--- src/hdl/jsp_pkg.sv ---
////////////////////////////////////////////////////////////
// Shared widths, FIFO depth and FSM state encodings for the
// JTAG serial port. Referenced by scoped name, never imported
////////////////////////////////////////////////////////////

package jsp_pkg;

  ////////////////////////////////////////////////////////////
  // Widths and sizes
  ////////////////////////////////////////////////////////////

  localparam int unsigned DATA_W     = 8;  // One transferred byte
  localparam int unsigned COUNT_W    = 4;  // Byte counts, one status nibble each
  localparam int unsigned FIFO_DEPTH = 8;  // Entries per FIFO, a full count of 8 fits in COUNT_W

  typedef logic [DATA_W-1:0]  jsp_data_t;   // Data byte
  typedef logic [COUNT_W-1:0] jsp_count_t;  // Byte count or free space

  ////////////////////////////////////////////////////////////
  // State machines
  ////////////////////////////////////////////////////////////

  // Input direction, PC to host
  typedef enum logic [1:0] {
    WR_IDLE   = 2'd0,  // Waiting for capture
    WR_WAIT   = 2'd1,  // Waiting for the start bit on a multi-device chain
    WR_COUNTS = 2'd2,  // Receiving the count byte
    WR_XFER   = 2'd3   // Receiving data bytes
  } wr_state_t;

  // Output direction, host to PC
  typedef enum logic [1:0] {
    RD_IDLE   = 2'd0,  // Waiting for capture
    RD_COUNTS = 2'd1,  // Shifting out the status byte
    RD_RDACK  = 2'd2,  // First bit of a data byte, FIFO pop happens here
    RD_XFER   = 2'd3   // Remaining bits of a data byte
  } rd_state_t;

endpackage

--- src/hdl/jsp_byte_fifo.sv ---
////////////////////////////////////////////////////////////
// Byte FIFO with valid/ready on both sides and an occupancy
// count. Used for both the receive and transmit directions
////////////////////////////////////////////////////////////

module jsp_byte_fifo (
  input  logic                tck_i,
  input  logic                rst_i,
  input  logic                in_valid_i,   // Push request
  input  jsp_pkg::jsp_data_t  in_data_i,
  output logic                in_ready_o,   // Not full
  output logic                out_valid_o,  // Not empty
  output jsp_pkg::jsp_data_t  out_data_o,   // Head byte, straight from storage
  input  logic                out_ready_i,  // Pop request
  output jsp_pkg::jsp_count_t count_o       // Bytes held
);

  localparam int unsigned         PTR_W    = $clog2(jsp_pkg::FIFO_DEPTH);
  localparam logic [PTR_W-1:0]    PTR_LAST = PTR_W'(jsp_pkg::FIFO_DEPTH - 1);
  localparam jsp_pkg::jsp_count_t FULL_CNT = jsp_pkg::jsp_count_t'(jsp_pkg::FIFO_DEPTH);

  jsp_pkg::jsp_data_t  mem_q [jsp_pkg::FIFO_DEPTH];  // Circular storage
  logic [PTR_W-1:0]    wr_ptr_q;
  logic [PTR_W-1:0]    rd_ptr_q;
  jsp_pkg::jsp_count_t count_q;
  logic                push;
  logic                pop;

  assign in_ready_o  = (count_q != FULL_CNT);
  assign out_valid_o = (count_q != '0);
  assign out_data_o  = mem_q[rd_ptr_q];
  assign count_o     = count_q;

  assign push = in_valid_i && in_ready_o;   // Handshake on the input side
  assign pop  = out_valid_o && out_ready_i; // Handshake on the output side

  // Storage write, no reset on payload
  always_ff @(posedge tck_i) begin
    if (push) begin
      mem_q[wr_ptr_q] <= in_data_i;
    end
  end

  // Pointers and occupancy
  always_ff @(posedge tck_i or posedge rst_i) begin
    if (rst_i) begin
      wr_ptr_q <= '0;
      rd_ptr_q <= '0;
      count_q  <= '0;
    end else begin
      if (push) begin
        wr_ptr_q <= (wr_ptr_q == PTR_LAST) ? '0 : wr_ptr_q + 1'b1;  // Wrap at depth
      end
      if (pop) begin
        rd_ptr_q <= (rd_ptr_q == PTR_LAST) ? '0 : rd_ptr_q + 1'b1;
      end
      case ({push, pop})
        2'b10:   count_q <= count_q + 1'b1;
        2'b01:   count_q <= count_q - 1'b1;
        default: count_q <= count_q;  // Idle or simultaneous push and pop
      endcase
    end
  end

endmodule

--- src/hdl/jsp_rd_ctrl.sv ---
////////////////////////////////////////////////////////////
// Output controller. Shifts the status byte and then the
// transmit FIFO bytes out on TDO, LSB first
////////////////////////////////////////////////////////////

module jsp_rd_ctrl (
  input  logic                tck_i,
  input  logic                rst_i,
  input  logic                capture_dr_i,
  input  logic                shift_dr_i,
  input  logic                update_dr_i,
  input  logic                module_select_i,
  input  jsp_pkg::jsp_count_t tx_count_i,  // Bytes waiting in the transmit FIFO
  input  jsp_pkg::jsp_data_t  tx_data_i,   // Transmit FIFO head
  input  jsp_pkg::jsp_count_t rx_count_i,  // Receive FIFO occupancy, for the status byte
  output logic                tx_pop_o,    // Pop strobe to the transmit FIFO
  output logic                module_tdo_o
);

  localparam int unsigned         BIT_W    = $clog2(jsp_pkg::DATA_W);
  localparam logic [BIT_W-1:0]    BIT_LAST = BIT_W'(jsp_pkg::DATA_W - 1);
  localparam jsp_pkg::jsp_count_t DEPTH    = jsp_pkg::jsp_count_t'(jsp_pkg::FIFO_DEPTH);

  jsp_pkg::rd_state_t  state_q;
  jsp_pkg::rd_state_t  state_d;
  logic [BIT_W-1:0]    bit_cnt_q;   // Bits sent of the current byte
  jsp_pkg::jsp_count_t out_cnt_q;   // Transmit bytes left, from capture
  jsp_pkg::jsp_data_t  shift_q;     // Parallel-load output register

  logic               start_scan;
  logic               shift_en;
  logic               byte_end;
  logic               out_zero;
  logic               load_head;   // Reload from the FIFO head at a byte boundary
  jsp_pkg::jsp_data_t status;

  assign start_scan = (state_q == jsp_pkg::RD_IDLE) && module_select_i && capture_dr_i;
  assign shift_en   = shift_dr_i && (state_q != jsp_pkg::RD_IDLE);
  assign byte_end   = shift_en && (bit_cnt_q == BIT_LAST);  // Never in RD_RDACK
  assign out_zero   = (out_cnt_q == '0);
  assign load_head  = byte_end && !out_zero;

  // Bytes available high, free space low
  assign status = {tx_count_i, DEPTH - rx_count_i};

  // Ack the byte just loaded on its first bit
  assign tx_pop_o     = (state_q == jsp_pkg::RD_RDACK) && shift_dr_i && !out_zero;
  assign module_tdo_o = shift_q[0];

  ////////////////////////////////////////////////////////////
  // FSM
  ////////////////////////////////////////////////////////////

  always_comb begin
    state_d = state_q;
    case (state_q)
      jsp_pkg::RD_IDLE: begin
        if (start_scan) begin
          state_d = jsp_pkg::RD_COUNTS;
        end
      end
      jsp_pkg::RD_COUNTS: begin
        if (update_dr_i) begin
          state_d = jsp_pkg::RD_IDLE;
        end else if (byte_end) begin
          state_d = jsp_pkg::RD_RDACK;
        end
      end
      jsp_pkg::RD_RDACK: begin
        if (update_dr_i) begin
          state_d = jsp_pkg::RD_IDLE;
        end else if (shift_dr_i) begin
          state_d = jsp_pkg::RD_XFER;  // Held during pause
        end
      end
      jsp_pkg::RD_XFER: begin
        if (update_dr_i) begin
          state_d = jsp_pkg::RD_IDLE;
        end else if (byte_end) begin
          state_d = jsp_pkg::RD_RDACK;
        end
      end
      default: state_d = jsp_pkg::RD_IDLE;
    endcase
  end

  ////////////////////////////////////////////////////////////
  // Counters and TDO register
  ////////////////////////////////////////////////////////////

  always_ff @(posedge tck_i or posedge rst_i) begin
    if (rst_i) begin
      state_q   <= jsp_pkg::RD_IDLE;
      bit_cnt_q <= '0;
      out_cnt_q <= '0;
      shift_q   <= '0;  // TDO low out of reset
    end else begin
      state_q <= state_d;
      if (start_scan || byte_end) begin
        bit_cnt_q <= '0;
      end else if (shift_en) begin
        bit_cnt_q <= bit_cnt_q + 1'b1;
      end
      if (start_scan) begin
        out_cnt_q <= tx_count_i;  // Snapshot of bytes to send
      end else if ((state_q == jsp_pkg::RD_XFER) && load_head) begin
        out_cnt_q <= out_cnt_q - 1'b1;
      end
      if (start_scan) begin
        shift_q <= status;
      end else if (load_head) begin
        shift_q <= tx_data_i;
      end else if (shift_en) begin
        shift_q <= {1'b0, shift_q[jsp_pkg::DATA_W-1:1]};  // Right shift toward TDO
      end
    end
  end

endmodule

--- src/hdl/jsp_top.sv ---
////////////////////////////////////////////////////////////
// JTAG serial port top. Joins the input and output
// controllers to the receive and transmit byte FIFOs
////////////////////////////////////////////////////////////

module jsp_top #(
  parameter bit MULTI_CHAIN = 1'b1  // Start bit required before the count byte
) (
  // JTAG side
  input  logic               tck_i,
  input  logic               rst_i,
  input  logic               tdi_i,
  input  logic               capture_dr_i,
  input  logic               shift_dr_i,
  input  logic               update_dr_i,
  input  logic               module_select_i,
  output logic               module_tdo_o,
  // Host receive side, PC to host
  output jsp_pkg::jsp_data_t host_rx_data_o,
  output logic               host_rx_valid_o,
  input  logic               host_rx_ready_i,
  // Host transmit side, host to PC
  input  jsp_pkg::jsp_data_t host_tx_data_i,
  input  logic               host_tx_valid_i,
  output logic               host_tx_ready_o
);

  logic                rx_push_valid;  // Write controller into receive FIFO
  jsp_pkg::jsp_data_t  rx_push_data;
  jsp_pkg::jsp_count_t rx_count;       // Receive occupancy, for free space
  jsp_pkg::jsp_count_t tx_count;       // Transmit occupancy, for bytes available
  jsp_pkg::jsp_data_t  tx_head;
  logic                tx_pop;

  jsp_wr_ctrl #(
    .MULTI_CHAIN(MULTI_CHAIN)
  ) u_wr_ctrl (
    .tck_i          (tck_i),
    .rst_i          (rst_i),
    .tdi_i          (tdi_i),
    .capture_dr_i   (capture_dr_i),
    .shift_dr_i     (shift_dr_i),
    .update_dr_i    (update_dr_i),
    .module_select_i(module_select_i),
    .fifo_count_i   (rx_count),
    .push_valid_o   (rx_push_valid),
    .push_data_o    (rx_push_data)
  );

  jsp_rd_ctrl u_rd_ctrl (
    .tck_i          (tck_i),
    .rst_i          (rst_i),
    .capture_dr_i   (capture_dr_i),
    .shift_dr_i     (shift_dr_i),
    .update_dr_i    (update_dr_i),
    .module_select_i(module_select_i),
    .tx_count_i     (tx_count),
    .tx_data_i      (tx_head),
    .rx_count_i     (rx_count),
    .tx_pop_o       (tx_pop),
    .module_tdo_o   (module_tdo_o)
  );

  // Write controller pushes only within the captured free space
  jsp_byte_fifo u_rx_fifo (
    .tck_i      (tck_i),
    .rst_i      (rst_i),
    .in_valid_i (rx_push_valid),
    .in_data_i  (rx_push_data),
    .in_ready_o (),
    .out_valid_o(host_rx_valid_o),
    .out_data_o (host_rx_data_o),
    .out_ready_i(host_rx_ready_i),
    .count_o    (rx_count)
  );

  // Pops are bounded by the captured byte count
  jsp_byte_fifo u_tx_fifo (
    .tck_i      (tck_i),
    .rst_i      (rst_i),
    .in_valid_i (host_tx_valid_i),
    .in_data_i  (host_tx_data_i),
    .in_ready_o (host_tx_ready_o),
    .out_valid_o(),
    .out_data_o (tx_head),
    .out_ready_i(tx_pop),
    .count_o    (tx_count)
  );

endmodule

--- src/hdl/jsp_wr_ctrl.sv ---
////////////////////////////////////////////////////////////
// Input controller. Deserializes TDI into bytes and pushes
// them into the receive FIFO while the counts allow
////////////////////////////////////////////////////////////

module jsp_wr_ctrl #(
  parameter bit MULTI_CHAIN = 1'b1  // Wait for a start bit of 1 after capture
) (
  input  logic                tck_i,
  input  logic                rst_i,
  input  logic                tdi_i,
  input  logic                capture_dr_i,
  input  logic                shift_dr_i,
  input  logic                update_dr_i,
  input  logic                module_select_i,
  input  jsp_pkg::jsp_count_t fifo_count_i,  // Receive FIFO occupancy
  output logic                push_valid_o,  // Push strobe into the receive FIFO
  output jsp_pkg::jsp_data_t  push_data_o
);

  localparam int unsigned         BIT_W    = $clog2(jsp_pkg::DATA_W);
  localparam logic [BIT_W-1:0]    BIT_LAST = BIT_W'(jsp_pkg::DATA_W - 1);
  localparam jsp_pkg::jsp_count_t DEPTH    = jsp_pkg::jsp_count_t'(jsp_pkg::FIFO_DEPTH);

  jsp_pkg::wr_state_t  state_q;
  jsp_pkg::wr_state_t  state_d;
  logic [BIT_W-1:0]    bit_cnt_q;   // Bits received in the current byte
  jsp_pkg::jsp_data_t  shift_q;     // Deserializer, newest bit at the top
  jsp_pkg::jsp_count_t free_cnt_q;  // Space left in the receive FIFO, from capture
  jsp_pkg::jsp_count_t user_cnt_q;  // Bytes the debugger still intends to send

  logic               start_scan;
  logic               shift_en;
  logic               byte_end;    // Edge that samples the eighth bit
  jsp_pkg::jsp_data_t byte_in;     // Byte including the bit on TDI now

  assign start_scan = (state_q == jsp_pkg::WR_IDLE) && module_select_i && capture_dr_i;
  assign shift_en   = shift_dr_i &&
                      ((state_q == jsp_pkg::WR_COUNTS) || (state_q == jsp_pkg::WR_XFER));
  assign byte_end   = shift_en && (bit_cnt_q == BIT_LAST);
  assign byte_in    = {tdi_i, shift_q[jsp_pkg::DATA_W-1:1]};  // LSB arrives first

  // Push only with room left and bytes still announced
  assign push_valid_o = (state_q == jsp_pkg::WR_XFER) && byte_end &&
                        (free_cnt_q != '0) && (user_cnt_q != '0);
  assign push_data_o  = byte_in;

  ////////////////////////////////////////////////////////////
  // FSM
  ////////////////////////////////////////////////////////////

  always_comb begin
    state_d = state_q;
    case (state_q)
      jsp_pkg::WR_IDLE: begin
        if (start_scan) begin
          state_d = MULTI_CHAIN ? jsp_pkg::WR_WAIT : jsp_pkg::WR_COUNTS;
        end
      end
      jsp_pkg::WR_WAIT: begin
        if (update_dr_i) begin
          state_d = jsp_pkg::WR_IDLE;
        end else if (shift_dr_i && tdi_i) begin
          state_d = jsp_pkg::WR_COUNTS;  // Start bit seen, padding zeros skipped
        end
      end
      jsp_pkg::WR_COUNTS: begin
        if (update_dr_i) begin
          state_d = jsp_pkg::WR_IDLE;
        end else if (byte_end) begin
          state_d = jsp_pkg::WR_XFER;
        end
      end
      jsp_pkg::WR_XFER: begin
        if (update_dr_i) begin
          state_d = jsp_pkg::WR_IDLE;  // Partial byte is dropped
        end
      end
      default: state_d = jsp_pkg::WR_IDLE;
    endcase
  end

  always_ff @(posedge tck_i or posedge rst_i) begin
    if (rst_i) begin
      state_q    <= jsp_pkg::WR_IDLE;
      bit_cnt_q  <= '0;
      free_cnt_q <= '0;
      user_cnt_q <= '0;
    end else begin
      state_q <= state_d;
      // Bit counter restarts at capture and on every byte boundary
      if (start_scan || byte_end) begin
        bit_cnt_q <= '0;
      end else if (shift_en) begin
        bit_cnt_q <= bit_cnt_q + 1'b1;
      end
      if (start_scan) begin
        free_cnt_q <= DEPTH - fifo_count_i;  // Snapshot of free space
      end else if (push_valid_o) begin
        free_cnt_q <= free_cnt_q - 1'b1;
      end
      if ((state_q == jsp_pkg::WR_COUNTS) && byte_end) begin
        user_cnt_q <= byte_in[jsp_pkg::DATA_W-1 -: jsp_pkg::COUNT_W];  // High nibble
      end else if (push_valid_o) begin
        user_cnt_q <= user_cnt_q - 1'b1;
      end
    end
  end

  // Deserializer
  always_ff @(posedge tck_i) begin
    if (shift_en) begin
      shift_q <= byte_in;
    end
  end

endmodule

--- config.mk ---
export PLATFORM = sky130hd
export DESIGN_NAME = jsp_top
export DESIGN_NICKNAME = d
export VERILOG_FILES = /design/src/hdl/jsp_pkg.sv /design/src/hdl/jsp_byte_fifo.sv /design/src/hdl/jsp_rd_ctrl.sv /design/src/hdl/jsp_top.sv /design/src/hdl/jsp_wr_ctrl.sv
export SDC_FILE = /design/constraint.sdc
export NUM_CORES = 1
export LEC_CHECK = 0
export BUFFER_PORTS_ARGS = -buffer_cell sky130_fd_sc_hd__buf_2
export CAP_MARGIN = 20
export CORE_MARGIN = 2
export CORE_UTILIZATION = 56
export CTS_CLUSTER_DIAMETER = 200
export DETAILED_ROUTE_END_ITERATION = 16
export PLACE_DENSITY = 0.82
export SYNTH_ARGS = -nofsm -noshare
export SYNTH_HDL_FRONTEND = slang
export SYNTH_SLANG_ARGS = --single-unit
--- constraint.sdc ---
create_clock -name tck_i -period 2.4 [get_ports tck_i]
set_input_delay 0.36 -clock tck_i [delete_from_list [all_inputs] [get_ports tck_i]]
set_output_delay 0.36 -clock tck_i [all_outputs]
set_load 0.02 [all_outputs]
==> results.md <==
- Fin. max-slew vios: 0
- Final hold viol count: 0
- Worst Path Arrival: 2.00 ns
- Starting density of the core: 57.2%
- Crit end category: output pin
- Synth Register Bits: roughly 190
- Die H: between 100 and 150 um
- Layout Cells excl Fill: slightly below 800
- Met2 Track Usage GR: around 41%
- GR Util met1: roughly 27%
- # nets final: about 620
- Core area: 13900 sq um
- Crit path max-delay cell type: mux4_2
- Fraction of layout cells with a size suffix above 1: between 30% and 40%
- Most frequent cells in the layout: edfxtp_1 (135), dfrtp_1 (48), buf_4 (46)
- Vias in the first global route: between 4000 and 5000
- Total power: between 7 and 8 mW
- Routed WL: 16300 um
- Fmax achieved: ~0.42 GHz
- Clk sinks: about 190
- Final setup fails: 0
- DP Wirelength: between 10000 and 15000 um
- Avg Inst Size Synth: around 16 sq um
- Top-level port count: 28
- Total GRT Usage: between 20% and 30%
- Die width: 123 um
- Die area: approximately 15000 sq um
- CTS tree: yes
- Post-CTS Hold Buffers: 0
- Critical path class: flop to output pin
- Clock Tree Buf Depth: 2
- Mapped Nets: 542
- First-pass GRT wire length: ~25000 um
- Cell family with most CP delay: multiplexers
- Clk_skew: between 0.01 and 0.015 ns
- DRC Markers: 0
- Placed cell count: 731
- DR vias: approximately 4700
- MaxCap Viol Count: 0
- CTS root buf: clkbuf_16
- GR Overflow Total: 0
- Largest net degree at the start of global routing: 30
- First-pass DRT Iterations: 4
- RSZ-0062 raised after global routing: yes
- PortBufs: 27
- Leakage: between 3 and 4 nW
- Routed len/inst: between 20 and 25 um
- Min-Delay Path Class: input pin to async pin
- Clk_lat worst skew: around 0.43 ns
- Met3 GRT Util: under 10%
- DRT antenna net count: 0
- GPL Wtd Cong: approximately 0.79
- Worst Tran Pin Value: around 0.65 ns
- Worst-path cell chain: clkbuf_16 -> mux4_2 -> mux2_4 -> buf_6
- Asr flop ratio synth: a little over a quarter
- Via density: approximately 6.1
- DRT iter0 DRCs: roughly 420
- # rows: 43
- Synth warn: 0
- Power density cells: slightly above 800 nW/um^2
- Slowest cell delay on critical path: roughly 0.50 ns
- Netlist cell types: 54
- Most common cell after layout, fill and taps aside: edfxtp_1
- Maximum vdd ir drop: about 0.00066 V
- Area growth, synth to finish: 18.7%
- Max transition margin: between 50% and 60%
- Setup TNS Final: 0 ns
- Clock transition at path regs: 0.07 ns
- Initial antenna violation count: 0
- Crit-path max FO: 5
- Synth Flop Type: edfxtp_1
- Syn Std Cell Area: 7940 sq um
- Tcrit/Tclk final: 98.2%
- Status: completed
- Worst setup SP type: flop
- # diodes: 0
- Worst EP required: between 2 and 2.5 ns
- H-tree levels: 4
- Register area share after synthesis: approximately two thirds
- Most Crowded Layer GR: met2
- EDFF count, synth: between 100 and 150
- TritonCTS buffer count: 17
- Worst path buffer plus inverter count: 2
- Min cycle time layout: 2.36 ns
- Synth Instances: between 500 and 600
==> path summary, 6_finish.rpt <==
kind	from	to	slack, ns	cells past startpoint
min in group tck_i	update_dr_i	u_rd_ctrl.state_q[1]	0.14	2
worst min-delay path	rst_i	u_rd_ctrl.shift_q[0]	0.02	2
worst min register to register	u_rd_ctrl.bit_cnt_q[2]	u_rd_ctrl.bit_cnt_q[2]	0.53	1
worst max register to register	u_tx_fifo.count_o[0]	u_tx_fifo.count_o[3]	0.09	8
worst max-delay path	u_rx_fifo.rd_ptr_q[0]	host_rx_data_o[2]	0.04	4
max in group asynchronous	rst_i	u_wr_ctrl.user_cnt_q[3]	1.82	3
==> final cells by class <==
class | instances | area [sq um]
Clock buffer | 18 | 429
Clock inverter | 13 | 150
Fill cell | 901 | 4460
Inverter | 18 | 67.6
Multi-Input combinational cell | 279 | 2650
Sequential cell | 185 | 5310
Tap cell | 180 | 225
Timing Repair Buffer | 77 | 589
==> kinds of logic (layout without fill, tap and decap cells) <==
group                    count (synthesis)  in the layout  synth area share (%)
flip-flops                             185            185                  66.9
AND/OR/NAND/NOR                        124            124                  8.42
AO/OA/AOI/OAI                           59             59                  4.75
multiplexers                            58             58                  12.6
buffers and inverters                   38            126                  1.96
adder cells (fa/ha/maj)                 23             23                  3.72
XOR/XNOR                                15             15                  1.66
==> sequential cells by signal (all words and copies together) (netlist names), 4 cells and up <==
| signal | count |
|---|---|
| u_rx_fifo.mem_q | 64 |
| u_tx_fifo.mem_q | 64 |
| u_rd_ctrl.shift_q | 8 |
| u_wr_ctrl.shift_q | 7 |
| u_rd_ctrl.out_cnt_q | 4 |
| u_rx_fifo.count_o | 4 |
| u_tx_fifo.count_o | 4 |
| u_wr_ctrl.free_cnt_q | 4 |
| u_wr_ctrl.user_cnt_q | 4 |
==> where the power goes <==
group	leakage, nW	switching [mW]	internal, mW	total, mW
Combinational	1.33	0.575	0.505	1.08
Sequential	1.86	0.213	3.75	3.96
Clock	0.276	1.19	1.54	2.73
==> metrics by stage <==
| stage | setup slack [ns] | cell area, sq um | utilization (%) | hold WS, ns |
|---|---|---|---|---|
| 2_1_floorplan | -0.0121 | 8000 | - | 0.426 |
| 3_3_place_gp | 0.0557 | 8610 | 62.1 | 0.473 |
| 3_5_place_dp | -0.0851 | 8610 | 62.1 | 0.482 |
| 4_1_cts | 0.00310 | 9210 | 66.3 | 0.0255 |
| 5_1_grt | -0.0198 | 9420 | 67.8 | 0.0576 |
| 6_report | 0.0427 | 9420 | 67.8 | 0.0197 |
==> synth_stat cells (3+ instances only) <==
master | instances | area share (%)
mux2i_1 | 8 | 1.0
xor2_1 | 6 | 0.66
nand3_1 | 9 | 0.57
edfxtp_1 | 135 | 51
o22ai_1 | 5 | 0.39
a211oi_1 | 6 | 0.57
xnor2_1 | 9 | 0.99
nor2_1 | 27 | 1.3
dfrtp_1 | 50 | 16
nor4_1 | 3 | 0.24
ha_1 | 22 | 3.5
inv_1 | 18 | 0.85
buf_2 | 6 | 0.38
nor3b_1 | 5 | 0.47
nor3_1 | 20 | 1.3
o211ai_1 | 4 | 0.38
a21o_1 | 3 | 0.28
or3_1 | 4 | 0.32
o21ai_0 | 16 | 1.0
mux2_2 | 18 | 2.6
clkbuf_1 | 10 | 0.47
mux4_2 | 32 | 9.1
a21oi_1 | 10 | 0.63
nand2_1 | 27 | 1.3
nand2b_1 | 8 | 0.63
==> what timing repair did <==
| action | CTS | global route |
|---|---|---|
| endpoints found under the setup margin | 1 | 8 |
| pin swaps | 1 | 6 |
| gates cloned | 0 | 2 |
| gates resized for setup | 1 | 29 |
| buffers inserted | 2 | 4 |
==> routing by layer <==
metal | vias up | routed length (um)
met5 | - | 0
met4 | 0 | 324
met3 | 24 | 666
met2 | 144 | 8890
met1 | 2413 | 6430
li1 | 2100 | -
Note: power is estimated with default switching activity, not from simulation.
